## config.mk

```make
export PLATFORM = sky130hd
export DESIGN_NAME = decode_stage
export DESIGN_NICKNAME = d
export VERILOG_FILES = /design/src/rtl/decode_pkg.sv /design/src/rtl/inst_hold_buffer.sv /design/src/rtl/hazard_detect.sv /design/src/rtl/control_decoder.sv /design/src/rtl/operand_select.sv /design/src/rtl/decode_out_reg.sv /design/src/rtl/decode_stage.sv
export SDC_FILE = /design/constraint.sdc
export NUM_CORES = 1
export LEC_CHECK = 0
export BUFFER_PORTS_ARGS = -buffer_cell sky130_fd_sc_hd__buf_2
export CELL_PAD_IN_SITES_DETAIL_PLACEMENT = 0
export CELL_PAD_IN_SITES_GLOBAL_PLACEMENT = 2
export CORE_MARGIN = 2
export CORE_UTILIZATION = 34
export DETAILED_ROUTE_END_ITERATION = 10
export PLACE_DENSITY_LB_ADDON = 0.3
export REMOVE_ABC_BUFFERS = 1
export SYNTH_ARGS = -nofsm -noshare
export SYNTH_HDL_FRONTEND = slang
export SYNTH_SLANG_ARGS = --single-unit
```

## constraint.sdc

```tcl
create_clock -name clk -period 8 [get_ports clk]
set_clock_uncertainty 0.1 [all_clocks]
set_input_delay 2 -clock clk [delete_from_list [all_inputs] [get_ports clk]]
set_output_delay 2 -clock clk [all_outputs]
set_load 0.03 [all_outputs]
```

## src/rtl/decode_pkg.sv

```systemverilog
/*
 * decode stage shared definitions
 * widths, no-op values and control field encodings for RV32I decode
 */
`default_nettype none

package decode_pkg;

    localparam int xlen       = 32;
    localparam int reg_addr_w = 5;

    localparam logic [xlen-1:0] inst_nop    = 32'h0000_0013; // addi x0, x0, 0
    localparam logic [xlen-1:0] regpc_nop   = '0;
    localparam logic [xlen-1:0] poison_data = '1;

    typedef enum logic [4:0] {
        alu_add, alu_sub, alu_and, alu_or, alu_xor,
        alu_sll, alu_srl, alu_sra, alu_slt, alu_sltu, alu_jalr,
        br_beq, br_bne, br_blt, br_bge, br_bltu, br_bgeu
    } alu_fun_e;

    typedef enum logic [1:0] {op1_rs1, op1_pc, op1_none} op1_sel_e;

    typedef enum logic [2:0] {
        op2_rs2, op2_imm_i, op2_imm_s, op2_imm_j, op2_imm_u, op2_none
    } op2_sel_e;

    typedef enum logic [3:0] {
        mem_none, mem_lb, mem_lbu, mem_lh, mem_lhu, mem_lw, mem_sb, mem_sh, mem_sw
    } mem_fun_e;

    typedef enum logic [2:0] {
        wb_none, wb_alu, wb_pc, wb_mem_b, wb_mem_bu, wb_mem_h, wb_mem_hu, wb_mem_w
    } wb_sel_e;

    // major opcodes
    localparam logic [6:0] opc_load   = 7'b0000011;
    localparam logic [6:0] opc_store  = 7'b0100011;
    localparam logic [6:0] opc_op_imm = 7'b0010011;
    localparam logic [6:0] opc_op     = 7'b0110011;
    localparam logic [6:0] opc_branch = 7'b1100011;
    localparam logic [6:0] opc_jal    = 7'b1101111;
    localparam logic [6:0] opc_jalr   = 7'b1100111;
    localparam logic [6:0] opc_lui    = 7'b0110111;
    localparam logic [6:0] opc_auipc  = 7'b0010111;

    // load / store widths
    localparam logic [2:0] f3_b  = 3'b000;
    localparam logic [2:0] f3_h  = 3'b001;
    localparam logic [2:0] f3_w  = 3'b010;
    localparam logic [2:0] f3_bu = 3'b100;
    localparam logic [2:0] f3_hu = 3'b101;

    // alu ops, shared by reg and imm forms
    localparam logic [2:0] f3_add  = 3'b000;
    localparam logic [2:0] f3_sll  = 3'b001;
    localparam logic [2:0] f3_slt  = 3'b010;
    localparam logic [2:0] f3_sltu = 3'b011;
    localparam logic [2:0] f3_xor  = 3'b100;
    localparam logic [2:0] f3_sr   = 3'b101; // srl or sra by funct7
    localparam logic [2:0] f3_or   = 3'b110;
    localparam logic [2:0] f3_and  = 3'b111;

    localparam logic [2:0] f3_beq  = 3'b000;
    localparam logic [2:0] f3_bne  = 3'b001;
    localparam logic [2:0] f3_blt  = 3'b100;
    localparam logic [2:0] f3_bge  = 3'b101;
    localparam logic [2:0] f3_bltu = 3'b110;
    localparam logic [2:0] f3_bgeu = 3'b111;
    localparam logic [2:0] f3_jalr = 3'b000;

    localparam logic [6:0] f7_base = 7'b0000000;
    localparam logic [6:0] f7_alt  = 7'b0100000; // sub, sra, srai

endpackage

`default_nettype wire

```

## src/rtl/inst_hold_buffer.sv

```systemverilog
/*
 * instruction hold buffer
 * picks the instruction that decode works on and keeps a copy
 * of it while the stage is stalled, for replay afterwards
 */
`default_nettype none

module inst_hold_buffer (
    input  wire logic                        clk,
    input  wire logic                        arst_n,
    input  wire logic [decode_pkg::xlen-1:0] inst_in,
    input  wire logic [decode_pkg::xlen-1:0] pc_in,
    input  wire logic                        mem_stall,
    input  wire logic                        branch_flush,
    input  wire logic                        data_hazard_stall,
    output logic      [decode_pkg::xlen-1:0] inst,
    output logic      [decode_pkg::xlen-1:0] pc
);
    import decode_pkg::*;

    logic [xlen-1:0] saved_inst;
    logic [xlen-1:0] saved_pc;
    logic            last_hazard;
    logic            use_saved;

    assign use_saved = mem_stall || last_hazard;

    assign inst = branch_flush ? inst_nop  : (use_saved ? saved_inst : inst_in);
    assign pc   = branch_flush ? regpc_nop : (use_saved ? saved_pc : pc_in);

    always_ff @(posedge clk or negedge arst_n) begin
        if (!arst_n) begin
            saved_inst  <= inst_nop;
            saved_pc    <= regpc_nop;
            last_hazard <= 1'b0;
        end else begin
            last_hazard <= data_hazard_stall;
            if (branch_flush) begin   // flushed slot replays as a no-op
                saved_inst <= inst_nop;
                saved_pc   <= regpc_nop;
            end else if (mem_stall || data_hazard_stall) begin
                saved_inst <= inst;
                saved_pc   <= pc;
            end
        end
    end

endmodule

`default_nettype wire

```

## src/rtl/hazard_detect.sv

```systemverilog
/*
 * data hazard detection
 * stalls decode while a later stage still has to write a source register
 */
`default_nettype none

module hazard_detect (
    input  wire logic [decode_pkg::reg_addr_w-1:0] rs1_addr,
    input  wire logic [decode_pkg::reg_addr_w-1:0] rs2_addr,
    input  wire logic                              exe_rf_wen,
    input  wire logic                              mem_rf_wen,
    input  wire logic                              wb_rf_wen,
    input  wire logic [decode_pkg::reg_addr_w-1:0] exe_wb_addr,
    input  wire logic [decode_pkg::reg_addr_w-1:0] mem_wb_addr,
    input  wire logic [decode_pkg::reg_addr_w-1:0] wb_wb_addr,
    input  wire logic                              branch_flush,
    output logic                                   data_hazard_stall
);

    logic rs1_live;
    logic rs2_live;
    logic rs1_hit;
    logic rs2_hit;

    // x0 never creates a dependency
    assign rs1_live = (rs1_addr != '0);
    assign rs2_live = (rs2_addr != '0);

    assign rs1_hit = rs1_live && ((exe_rf_wen && exe_wb_addr == rs1_addr) ||
                                  (mem_rf_wen && mem_wb_addr == rs1_addr) ||
                                  (wb_rf_wen  && wb_wb_addr  == rs1_addr));

    assign rs2_hit = rs2_live && ((exe_rf_wen && exe_wb_addr == rs2_addr) ||
                                  (mem_rf_wen && mem_wb_addr == rs2_addr) ||
                                  (wb_rf_wen  && wb_wb_addr  == rs2_addr));

    assign data_hazard_stall = !branch_flush && (rs1_hit || rs2_hit); // flush wins

endmodule

`default_nettype wire

```

## src/rtl/control_decoder.sv

```systemverilog
/*
 * RV32I control decoder
 * turns an instruction into the control fields used by execute,
 * memory and writeback; anything unknown becomes a no-op
 */
`default_nettype none

module control_decoder (
    input  wire logic [decode_pkg::xlen-1:0] inst,
    output decode_pkg::alu_fun_e             exe_fun,
    output decode_pkg::op1_sel_e             op1_sel,
    output decode_pkg::op2_sel_e             op2_sel,
    output decode_pkg::mem_fun_e             mem_fun,
    output logic                             rf_wen,
    output logic                             jmp,
    output decode_pkg::wb_sel_e              wb_sel
);
    import decode_pkg::*;

    logic [6:0] opcode;
    logic [2:0] funct3;
    logic [6:0] funct7;
    alu_fun_e   alu_f3;
    logic       legal;

    assign opcode = inst[6:0];
    assign funct3 = inst[14:12];
    assign funct7 = inst[31:25];

    // alu op from funct3, same for register and immediate forms
    always_comb begin
        case (funct3)
            f3_add:  alu_f3 = alu_add;
            f3_sll:  alu_f3 = alu_sll;
            f3_slt:  alu_f3 = alu_slt;
            f3_sltu: alu_f3 = alu_sltu;
            f3_xor:  alu_f3 = alu_xor;
            f3_sr:   alu_f3 = (funct7 == f7_alt) ? alu_sra : alu_srl;
            f3_or:   alu_f3 = alu_or;
            default: alu_f3 = alu_and;
        endcase
    end

    always_comb begin
        // start from the rs1 + imm_i alu form, most classes only tweak it
        legal   = 1'b1;
        exe_fun = alu_add;
        op1_sel = op1_rs1;
        op2_sel = op2_imm_i;
        mem_fun = mem_none;
        rf_wen  = 1'b1;
        jmp     = 1'b0;
        wb_sel  = wb_alu;
        case (opcode)
            opc_load: begin
                case (funct3)
                    f3_b:    begin mem_fun = mem_lb;  wb_sel = wb_mem_b;  end
                    f3_bu:   begin mem_fun = mem_lbu; wb_sel = wb_mem_bu; end
                    f3_h:    begin mem_fun = mem_lh;  wb_sel = wb_mem_h;  end
                    f3_hu:   begin mem_fun = mem_lhu; wb_sel = wb_mem_hu; end
                    f3_w:    begin mem_fun = mem_lw;  wb_sel = wb_mem_w;  end
                    default: legal = 1'b0;
                endcase
            end
            opc_store: begin
                op2_sel = op2_imm_s;
                rf_wen  = 1'b0;
                wb_sel  = wb_none;
                case (funct3)
                    f3_b:    mem_fun = mem_sb;
                    f3_h:    mem_fun = mem_sh;
                    f3_w:    mem_fun = mem_sw;
                    default: legal = 1'b0;
                endcase
            end
            opc_op_imm: begin
                exe_fun = alu_f3;
                if (funct3 == f3_sll && funct7 != f7_base)
                    legal = 1'b0;
                if (funct3 == f3_sr && funct7 != f7_base && funct7 != f7_alt)
                    legal = 1'b0;
            end
            opc_op: begin
                op2_sel = op2_rs2;
                exe_fun = (funct3 == f3_add && funct7 == f7_alt) ? alu_sub : alu_f3;
                if (funct7 != f7_base &&
                    !(funct7 == f7_alt && (funct3 == f3_add || funct3 == f3_sr)))
                    legal = 1'b0;
            end
            opc_branch: begin
                op2_sel = op2_rs2;
                rf_wen  = 1'b0;
                wb_sel  = wb_none;
                case (funct3)
                    f3_beq:  exe_fun = br_beq;
                    f3_bne:  exe_fun = br_bne;
                    f3_blt:  exe_fun = br_blt;
                    f3_bge:  exe_fun = br_bge;
                    f3_bltu: exe_fun = br_bltu;
                    f3_bgeu: exe_fun = br_bgeu;
                    default: legal = 1'b0;
                endcase
            end
            opc_jal: begin
                op1_sel = op1_pc;
                op2_sel = op2_imm_j;
                wb_sel  = wb_pc;    // link address
                jmp     = 1'b1;
            end
            opc_jalr: begin
                exe_fun = alu_jalr;
                wb_sel  = wb_pc;
                jmp     = 1'b1;
                legal   = (funct3 == f3_jalr);
            end
            opc_lui: begin
                op1_sel = op1_none;
                op2_sel = op2_imm_u;
            end
            opc_auipc: begin
                op1_sel = op1_pc;
                op2_sel = op2_imm_u;
            end
            default: legal = 1'b0;
        endcase
        if (!legal) begin
            exe_fun = alu_add;
            op1_sel = op1_none;
            op2_sel = op2_none;
            mem_fun = mem_none;
            rf_wen  = 1'b0;
            jmp     = 1'b0;
            wb_sel  = wb_none;
        end
    end

endmodule

`default_nettype wire

```

## src/rtl/operand_select.sv

```systemverilog
/*
 * operand select
 * immediate generation and the two ALU operands, plus store data
 */
`default_nettype none

module operand_select (
    input  wire logic [decode_pkg::xlen-1:0] inst,
    input  wire logic [decode_pkg::xlen-1:0] pc,
    input  wire logic [decode_pkg::xlen-1:0] rs1_rdata,
    input  wire logic [decode_pkg::xlen-1:0] rs2_rdata,
    input  wire decode_pkg::op1_sel_e        op1_sel,
    input  wire decode_pkg::op2_sel_e        op2_sel,
    output logic      [decode_pkg::xlen-1:0] op1_data,
    output logic      [decode_pkg::xlen-1:0] op2_data,
    output logic      [decode_pkg::xlen-1:0] rs2_data,
    output logic      [decode_pkg::xlen-1:0] imm_b
);
    import decode_pkg::*;

    logic [xlen-1:0] imm_i;
    logic [xlen-1:0] imm_s;
    logic [xlen-1:0] imm_j;
    logic [xlen-1:0] imm_u;
    logic [xlen-1:0] rs1_val;

    assign imm_i = {{20{inst[31]}}, inst[31:20]};
    assign imm_s = {{20{inst[31]}}, inst[31:25], inst[11:7]};
    assign imm_b = {{19{inst[31]}}, inst[31], inst[7], inst[30:25], inst[11:8], 1'b0};
    assign imm_j = {{11{inst[31]}}, inst[31], inst[19:12], inst[20], inst[30:21], 1'b0};
    assign imm_u = {inst[31:12], 12'b0};

    // x0 reads as zero whatever the register file returns
    assign rs1_val  = (inst[19:15] == '0) ? '0 : rs1_rdata;
    assign rs2_data = (inst[24:20] == '0) ? '0 : rs2_rdata;

    always_comb begin
        case (op1_sel)
            op1_rs1: op1_data = rs1_val;
            op1_pc:  op1_data = pc;
            default: op1_data = '0;
        endcase
    end

    always_comb begin
        case (op2_sel)
            op2_rs2:   op2_data = rs2_data;
            op2_imm_i: op2_data = imm_i;
            op2_imm_s: op2_data = imm_s;
            op2_imm_j: op2_data = imm_j;
            op2_imm_u: op2_data = imm_u;
            default:   op2_data = '0;
        endcase
    end

endmodule

`default_nettype wire

```

## src/rtl/decode_out_reg.sv

```systemverilog
/*
 * decode to execute pipeline register
 * loads a bubble instead of the decoded bundle while stalled
 */
`default_nettype none

module decode_out_reg (
    input  wire logic                              clk,
    input  wire logic                              arst_n,
    input  wire logic                              stall,
    input  wire logic [decode_pkg::xlen-1:0]       pc_d,
    input  wire logic [decode_pkg::xlen-1:0]       op1_d,
    input  wire logic [decode_pkg::xlen-1:0]       op2_d,
    input  wire logic [decode_pkg::xlen-1:0]       rs2_d,
    input  wire logic [decode_pkg::xlen-1:0]       imm_b_d,
    input  wire decode_pkg::alu_fun_e              exe_fun_d,
    input  wire decode_pkg::mem_fun_e              mem_fun_d,
    input  wire logic                              rf_wen_d,
    input  wire logic                              jmp_d,
    input  wire decode_pkg::wb_sel_e               wb_sel_d,
    input  wire logic [decode_pkg::reg_addr_w-1:0] wb_addr_d,
    output logic      [decode_pkg::xlen-1:0]       pc,
    output logic      [decode_pkg::xlen-1:0]       op1,
    output logic      [decode_pkg::xlen-1:0]       op2,
    output logic      [decode_pkg::xlen-1:0]       rs2,
    output logic      [decode_pkg::xlen-1:0]       imm_b,
    output decode_pkg::alu_fun_e                   exe_fun,
    output decode_pkg::mem_fun_e                   mem_fun,
    output logic                                   rf_wen,
    output logic                                   jmp,
    output decode_pkg::wb_sel_e                    wb_sel,
    output logic      [decode_pkg::reg_addr_w-1:0] wb_addr
);
    import decode_pkg::*;

    always_ff @(posedge clk or negedge arst_n) begin
        if (!arst_n) begin   // bubble on reset
            pc      <= regpc_nop;
            op1     <= poison_data;
            op2     <= poison_data;
            rs2     <= poison_data;
            imm_b   <= poison_data;
            exe_fun <= alu_add;
            mem_fun <= mem_none;
            rf_wen  <= 1'b0;
            jmp     <= 1'b0;
            wb_sel  <= wb_none;
            wb_addr <= '0;
        end else begin   // same bubble on a stall
            pc      <= stall ? regpc_nop : pc_d;
            op1     <= stall ? poison_data : op1_d;
            op2     <= stall ? poison_data : op2_d;
            rs2     <= stall ? poison_data : rs2_d;
            imm_b   <= stall ? poison_data : imm_b_d;
            exe_fun <= stall ? alu_add : exe_fun_d;
            mem_fun <= stall ? mem_none : mem_fun_d;
            rf_wen  <= stall ? 1'b0 : rf_wen_d;
            jmp     <= stall ? 1'b0 : jmp_d;
            wb_sel  <= stall ? wb_none : wb_sel_d;
            wb_addr <= stall ? '0 : wb_addr_d;
        end
    end

endmodule

`default_nettype wire

```

## src/rtl/decode_stage.sv

```systemverilog
/*
 * RV32I decode stage
 * instruction hold, hazard check, control decode and operand
 * selection in front of the register toward execute
 */
`default_nettype none

module decode_stage (
    input  wire logic                              clk,
    input  wire logic                              arst_n,
    input  wire logic [decode_pkg::xlen-1:0]       inst_in,
    input  wire logic [decode_pkg::xlen-1:0]       pc_in,
    output logic      [decode_pkg::reg_addr_w-1:0] rs1_addr,
    output logic      [decode_pkg::reg_addr_w-1:0] rs2_addr,
    input  wire logic [decode_pkg::xlen-1:0]       rs1_rdata,
    input  wire logic [decode_pkg::xlen-1:0]       rs2_rdata,
    input  wire logic                              mem_stall,
    input  wire logic                              branch_flush,
    input  wire logic                              exe_rf_wen,
    input  wire logic [decode_pkg::reg_addr_w-1:0] exe_wb_addr,
    input  wire logic                              mem_rf_wen,
    input  wire logic [decode_pkg::reg_addr_w-1:0] mem_wb_addr,
    input  wire logic                              wb_rf_wen,
    input  wire logic [decode_pkg::reg_addr_w-1:0] wb_wb_addr,
    output logic                                   data_hazard_stall,
    output logic      [decode_pkg::xlen-1:0]       pc,
    output logic      [decode_pkg::xlen-1:0]       op1_data,
    output logic      [decode_pkg::xlen-1:0]       op2_data,
    output logic      [decode_pkg::xlen-1:0]       rs2_data,
    output logic      [decode_pkg::xlen-1:0]       imm_b,
    output decode_pkg::alu_fun_e                   exe_fun,
    output decode_pkg::mem_fun_e                   mem_fun,
    output logic                                   rf_wen,
    output decode_pkg::wb_sel_e                    wb_sel,
    output logic      [decode_pkg::reg_addr_w-1:0] wb_addr,
    output logic                                   jmp
);
    import decode_pkg::*;

    logic [xlen-1:0]       dec_inst;
    logic [xlen-1:0]       dec_pc;
    logic [xlen-1:0]       op1_d;
    logic [xlen-1:0]       op2_d;
    logic [xlen-1:0]       rs2_d;
    logic [xlen-1:0]       imm_b_d;
    logic [reg_addr_w-1:0] wb_addr_d;
    alu_fun_e              exe_fun_d;
    op1_sel_e              op1_sel;
    op2_sel_e              op2_sel;
    mem_fun_e              mem_fun_d;
    wb_sel_e               wb_sel_d;
    logic                  rf_wen_d;
    logic                  jmp_d;
    logic                  stall;

    assign rs1_addr  = dec_inst[19:15];
    assign rs2_addr  = dec_inst[24:20];
    assign wb_addr_d = dec_inst[11:7];
    assign stall     = mem_stall || data_hazard_stall;

    inst_hold_buffer u_hold (
        .clk, .arst_n, .inst_in, .pc_in, .mem_stall, .branch_flush,
        .data_hazard_stall, .inst(dec_inst), .pc(dec_pc)
    );

    hazard_detect u_hazard (
        .rs1_addr, .rs2_addr, .exe_rf_wen, .mem_rf_wen, .wb_rf_wen,
        .exe_wb_addr, .mem_wb_addr, .wb_wb_addr, .branch_flush, .data_hazard_stall
    );

    control_decoder u_dec (
        .inst(dec_inst), .exe_fun(exe_fun_d), .op1_sel, .op2_sel,
        .mem_fun(mem_fun_d), .rf_wen(rf_wen_d), .jmp(jmp_d), .wb_sel(wb_sel_d)
    );

    operand_select u_opsel (
        .inst(dec_inst), .pc(dec_pc), .rs1_rdata, .rs2_rdata, .op1_sel, .op2_sel,
        .op1_data(op1_d), .op2_data(op2_d), .rs2_data(rs2_d), .imm_b(imm_b_d)
    );

    decode_out_reg u_out (
        .clk, .arst_n, .stall,
        .pc_d(dec_pc), .op1_d, .op2_d, .rs2_d, .imm_b_d, .exe_fun_d, .mem_fun_d,
        .rf_wen_d, .jmp_d, .wb_sel_d, .wb_addr_d,
        .pc, .op1(op1_data), .op2(op2_data), .rs2(rs2_data), .imm_b, .exe_fun,
        .mem_fun, .rf_wen, .jmp, .wb_sel, .wb_addr
    );

endmodule

`default_nettype wire

```

# Yosys cells after proc, flatten, opt, wreduce, memory -nomap -nowiden
# Cells that the tools add are included.
[word_totals] register_bits=244 in_bits=150 out_inout_bits=190
[op_classes] eq_ne=29 n_mux=51 reduce_logical=43
[ops] cell="$mux W32" count=15
[ops] cell="$pmux W32 S5" count=1
[ops] cell="$pmux W32 S2" count=1
[ops] cell="$pmux W5 S7" count=1
[ops] cell="$eq A5 B5 Y1" count=6
[ops] cell="$pmux W3 S5" count=2
[ops] cell="$pmux W5 S6" count=1
[ops] cell="$eq A7 B6 Y1 const B" count=4
[ops] cell="$eq A7 B7 Y1 const B" count=3
[ops] cell="$mux W5" count=4
[ops] cell="$pmux W5 S4" count=1
[ops] cell="$eq A3 B3 Y1 const B" count=5
[ops] cell="$logic_and A1 B1 Y1" count=15
[ops] cell="$eq A7 B5 Y1 const B" count=2
[ops] cell="$mux W1" count=13
[ops] cell="$eq A3 B2 Y1 const B" count=4
[ops] cell="$pmux W3 S4" count=1
[ops] cell="$pmux W4 S3" count=1
[ops] cell="$logic_not A5 Y1" count=2
[ops] cell="$reduce_bool A5 Y1" count=2
[ops] cell="$reduce_or A2 Y1" count=5
[ops] cell="$mux W3" count=3
[ops] cell="$pmux W3 S3" count=1
[ops] cell="$logic_or A1 B1 Y1" count=8
[ops] cell="17 further kinds" count=22

# Longest topological paths before layout
[logic_depth] ltp_word=14 depth_mapped=15 mapped_depth_nobuf=9

# By module
# From an unflattened synthesis, not the netlist that was laid out.
[hier_totals] cells_unflattened=1352 hier_area_um2=13613.1
[by_module_without_submodules] mod="decode_out_reg" instances=1 cells_per_inst=378 area_each_um2=5944.5 seq_area_each_um2=4639.4
[by_module_without_submodules] mod="inst_hold_buffer" instances=1 cells_per_inst=504 area_each_um2=4737.0 seq_area_each_um2=1630.3
[by_module_without_submodules] mod="operand_select" instances=1 cells_per_inst=323 area_each_um2=1960.6 seq_area_each_um2=0.0
[by_module_without_submodules] mod="control_decoder" instances=1 cells_per_inst=95 area_each_um2=586.8 seq_area_each_um2=0.0
[by_module_without_submodules] mod="hazard_detect" instances=1 cells_per_inst=51 area_each_um2=377.9 seq_area_each_um2=0.0
[by_module_without_submodules] mod="decode_stage" instances=1 cells_per_inst=1 area_each_um2=6.3 seq_area_each_um2=0.0

# Worst setup path after synthesis
# Ideal clock, no wire load.
[synth_timing] path_type="input to output" startpoint="in mem_stall" endpoint="out data_hazard_stall" t_arrival_ps=4017 t_required_ps=5900 path_slack_ps=1883 path_stages=8 cell_sequence="buf_6 -> buf_6 -> or3b_1 -> a21oi_1 -> nor4_1 -> a31oi_1 -> a21oi_1 -> inv_1"
[synth_between] elab_chain_cells=10 elab_cells_between_ends=25
[synth_lines] element="start, declared" line="decode_stage.sv:17" source="input wire logic mem_stall,"
[synth_lines] element="$logic_or A1 B1 Y1 (*)" line="inst_hold_buffer.sv:26" source="assign use_saved = mem_stall || last_hazard;"
[synth_lines] element="$mux W32 (*) (2 in a row)" line="inst_hold_buffer.sv:28" source="assign inst = branch_flush ? inst_nop : (use_saved ? saved_inst : inst_in);"
[synth_lines] element="named net rs2_addr, one bit" line="decode_stage.sv:14" source="output logic [decode_pkg::reg_addr_w-1:0] rs2_addr,"
[synth_lines] element="$eq A5 B5 Y1 (on tied branches)" line="hazard_detect.sv:33, hazard_detect.sv:34"
[synth_lines] element="$logic_and A1 B1 Y1 (on tied branches)" line="hazard_detect.sv:33, hazard_detect.sv:34"
[synth_lines] element="$logic_or A1 B1 Y1" line="hazard_detect.sv:33" source="assign rs2_hit = rs2_live && ((exe_rf_wen && exe_wb_addr == rs2_addr) ||"
[synth_lines] element="$logic_or A1 B1 Y1" line="hazard_detect.sv:34" source="(mem_rf_wen && mem_wb_addr == rs2_addr) ||"
[synth_lines] element="$logic_and A1 B1 Y1 (*)" line="hazard_detect.sv:33"
[synth_lines] element="$logic_or A1 B1 Y1 (*)" line="hazard_detect.sv:37" source="assign data_hazard_stall = !branch_flush && (rs1_hit || rs2_hit);"
[synth_lines] element="$logic_and A1 B1 Y1 (*)" line="hazard_detect.sv:37"
[synth_lines] element="end, declared" line="decode_stage.sv:25" source="output logic data_hazard_stall,"
# The timed path passes the listed nets; every way through them passes the cells marked *.

# Worst setup path in the final report
[layout_timing] startpoint="in branch_flush" endpoint="out data_hazard_stall"
[layout_between] elab_chain_cells=8 elab_cells_between_ends=24
[layout_lines] element="start, declared" line="decode_stage.sv:18" source="input wire logic branch_flush,"
[layout_lines] element="$mux W32" line="inst_hold_buffer.sv:28"
[layout_lines] element="$eq A5 B5 Y1 (on tied branches)"
[layout_lines] element="$logic_and A1 B1 Y1 (on tied branches)"
[layout_lines] element="$logic_or A1 B1 Y1 (on tied branches)" line="hazard_detect.sv:29, hazard_detect.sv:33"
[layout_lines] element="$logic_or A1 B1 Y1 (on tied branches)" line="hazard_detect.sv:30, hazard_detect.sv:34"
[layout_lines] element="$logic_and A1 B1 Y1 (on tied branches)" line="hazard_detect.sv:29, hazard_detect.sv:33"
[layout_lines] element="$logic_or A1 B1 Y1" line="hazard_detect.sv:37"
[layout_lines] element="$logic_and A1 B1 Y1 (*)" line="hazard_detect.sv:37"
# Every way passes the cells marked *; elsewhere a longest branch is shown, timed or not.

==> impl_metrics.toml <==
[outcome]
status = "finished clean"

[timing]
finalWorstSetupSlack_ns = 1.25
finalCritPeriodShare_pct = 84.4
hold_viol = 0
drv_slew = 0
clock.fmax_ghz = 0.148
period_needed_ns = 6.75
slew_headroom_pct = 34.4
rsz0062_at_grt = "no"
tightestPinTransition_ns = 0.984
finalSetupViolCount = 0

[yosys]
synthFlopType = "dfrtp_1"
synth_area_sq_mm = 0.0114
yosysMostFrequentCell = "nand2_1"
synth_area_leaders = "dfstp_2 (26%), dfrtp_1 (25%), nand2_1 (4.8%)"
synth_commonest_cells = "nand2_1 (146), dfrtp_1 (113), dfstp_2 (112)"
synth_warnings = 0
synth_area_leader_cell = "dfstp_2"
syn_inst = 1137
ys_seq_area_share_pct = 50.8
synth_top_area_share_pct = 25.9
synth_edf_count = 0
ys_types = 80
syn_area_per_cell_sq_um = 9.98
ys_seq_elements = 225
async_flop_share_pct = 100

[critical_path]
r2r-end = "u_out.op2[5]"
cp-end-kind = "output pin"
worst-setup-path-type = "in -> out"
r2r_setup_slack_ns = 3.33
arrival_ns = 4.65
r2r_start = "u_hold.last_hazard"
reg2regPathDepth = 10
required_ns = 5.90
start_kind = "input port"
critical_path_peak_fanout = 65

[cts]
numClockSinks = 225
cts_root_buffer = "clkbuf_16"
cts-hold-fix-buffers = 0
post_cts_buffers = 0
clock_latency_ns = 0.54
numCtsBuffers = 27
cts_tree = "built"
cts_resized = 0
clk_pin_slew_ns = 0.06
clk_path_buf_depth = 3
htreeDepth = 1

[floorplanning]
io_pins = 340
die-area_sq_mm = 0.0349
core_area_sq_mm = 0.0327
die_y_microns = 187
die_w_microns = 187
rows = 66
start_util_pct = 34.7

[placed_design]
post_dp_cell_area_sq_mm = 0.0131
portBuffers = 339
dpl_worst_slack_ns = 1.27
gp_congestion = 0.898
dpl.hpwl_microns = 25600

[route]
viasPerCell = 5.11
dr.pass1.iters = 5
ant_nets = 0
vias = 9570
drtIter0Drc = 537
wl_microns = 37500
wl_per_cell_microns = 20.0
drc = 0

[power_and_ir_drop]
power.leakage_nw = 6.45
p_seq_share_pct = 39.9
switching_share_pct = 32.2
p_int_mw = 2.23
clockPowerShare_pct = 37.4
power_density_mw_per_mm2 = 235
total_power_mw = 3.29
switchingPower_mw = 1.06
comb_power_share_pct = 22.7
irDropWorstVdd_uv = 142

[final_layout]
fin_nets = 1561
drive_above_1_share_pct = 42.4
syn2layout_area_growth_pct = 23.5
final_cell_area_sq_mm = 0.0140
antenna_cells = 0
fillers = 3337
fin_util_pct = 42.9

[grt]
gr-total-overflow = 0
grt_max_degree = 164
grt_usage_pct = 20.9
antenna_found_initial = 3
grt_first_pass_wirelength_microns = 57900
first_global_vias = 9728

[job]
cap_violations = 0

[hold_path]
min_to = "u_hold.saved_inst[7]"
min_from = "u_hold.saved_inst[7]"
hp-class = "reg -> reg"
worstHoldPathCells = 1
==> flip-flops by register name (all words and copies together) (netlist names) <==
register,count
u_hold.saved_inst,32
u_out.op1,32
u_out.mem_fun,4
u_hold.last_hazard,1
u_out.jmp,1
u_out.imm_b,13
u_out.wb_addr,5
u_out.pc,32
u_out.exe_fun,5
u_out.rs2,32
u_hold.saved_pc,32
u_out.op2,32
u_out.wb_sel,3
u_out.rf_wen,1
==> per-layer routing <==
| layer | up-vias | part of all wire [%] | global-route usage, % |
|---|---|---|---|
| met5 | - | 0.12 | 0 |
| met4 | 6 | 1.0 | 2.99 |
| met3 | 36 | 8.1 | 6.45 |
| met2 | 325 | 46 | 34.0 |
| met1 | 4652 | 45 | 28.1 |
| li1 | 4551 | - | - |
==> power by group through the flow <==
stage | logic [mW] | clock network (mW) | registers [mW]
2_1_floorplan | 0.297 | 0 | 1.52
3_3_place_gp | 0.754 | 0 | 1.33
3_5_place_dp | 0.755 | 0 | 1.33
4_1_cts | 0.756 | 1.27 | 1.32
5_1_grt | 0.808 | 1.32 | 1.33
6_report | 0.746 | 1.23 | 1.31
==> cell families after synthesis <==
kind of cell | count (synthesis) | synth area share, %
muxes | 40 | 3.57
and+or+nand+nor | 425 | 18.9
buffers and inverters | 148 | 7.11
AOI/OAI and AO/OA | 286 | 18.6
DFF | 225 | 50.8
xor gates and xnor gates | 13 | 1.00
==> worst max-delay path by stage <==
| stage | from | slack (ns) | to |
|---|---|---|---|
| floorplan | mem_stall | -5.72 | u_out.op1[23] |
| global placement | branch_flush | 1.38 | data_hazard_stall |
| detailed placement | branch_flush | 1.27 | data_hazard_stall |
| CTS | branch_flush | 1.26 | data_hazard_stall |
| global route | branch_flush | 0.98 | data_hazard_stall |
| finish | branch_flush | 1.25 | data_hazard_stall |
==> area by class of cell <==
cell class | count | area (sq um) | share of cell area (%)
sequential | 225 | 5770 | 41.2
multi-input combinational | 764 | 4800 | 34.3
timing repair buffer | 355 | 1850 | 13.2
clock buffer | 39 | 781 | 5.57
tap | 442 | 553 | 3.95
inverter | 38 | 143 | 1.02
clock inverter | 11 | 111 | 0.795
==> critical path, stage by stage <==
cell and delay, ns:
buf_4 0.57, nor2b_1 0.19, a21oi_1 0.50, inv_1 0.15, xnor2_1 0.16, nand4_1 0.07
nand3_1 0.14, a21oi_1 0.52, inv_1 0.13, buf_2 0.21
==> through the flow <==
| stage | cells | hold slack, ns | TNS (ns) |
|---|---|---|---|
| after floorplan | 1027 | 0.380 | -873.74 |
| after global placement | 1824 | 0.392 | 0 |
| after detailed placement | 1824 | 0.401 | 0 |
| after CTS | 1874 | 0.415 | 0 |
| after global routing | 1874 | 0.438 | 0 |
| final | 1874 | 0.412 | 0 |
==> layout by cell type (no fill, tap or decap), types with 11 or more instances in the layout <==
cell type | synthesis | routed
buf_2 | 32 | 337
nand2_1 | 146 | 146
dfrtp_1 | 113 | 113
dfstp_2 | 112 | 112
nor2_1 | 104 | 104
o21ai_0 | 54 | 54
nand3_1 | 42 | 42
mux2i_1 | 38 | 38
a211oi_1 | 37 | 37
o21ai_1 | 36 | 36
or2_2 | 33 | 34
inv_1 | 30 | 30
clkbuf_16 | 0 | 27
a22oi_1 | 24 | 24
a21oi_1 | 24 | 23
o221ai_1 | 16 | 16
buf_4 | 30 | 15
xnor2_1 | 13 | 13
nor4_1 | 12 | 12
nand2b_1 | 11 | 11
o211ai_2 | 11 | 11
nor3_1 | 12 | 11
nor2b_1 | 11 | 11
a2bb2oi_1 | 11 | 11
(Power assumes the default switching activity.)
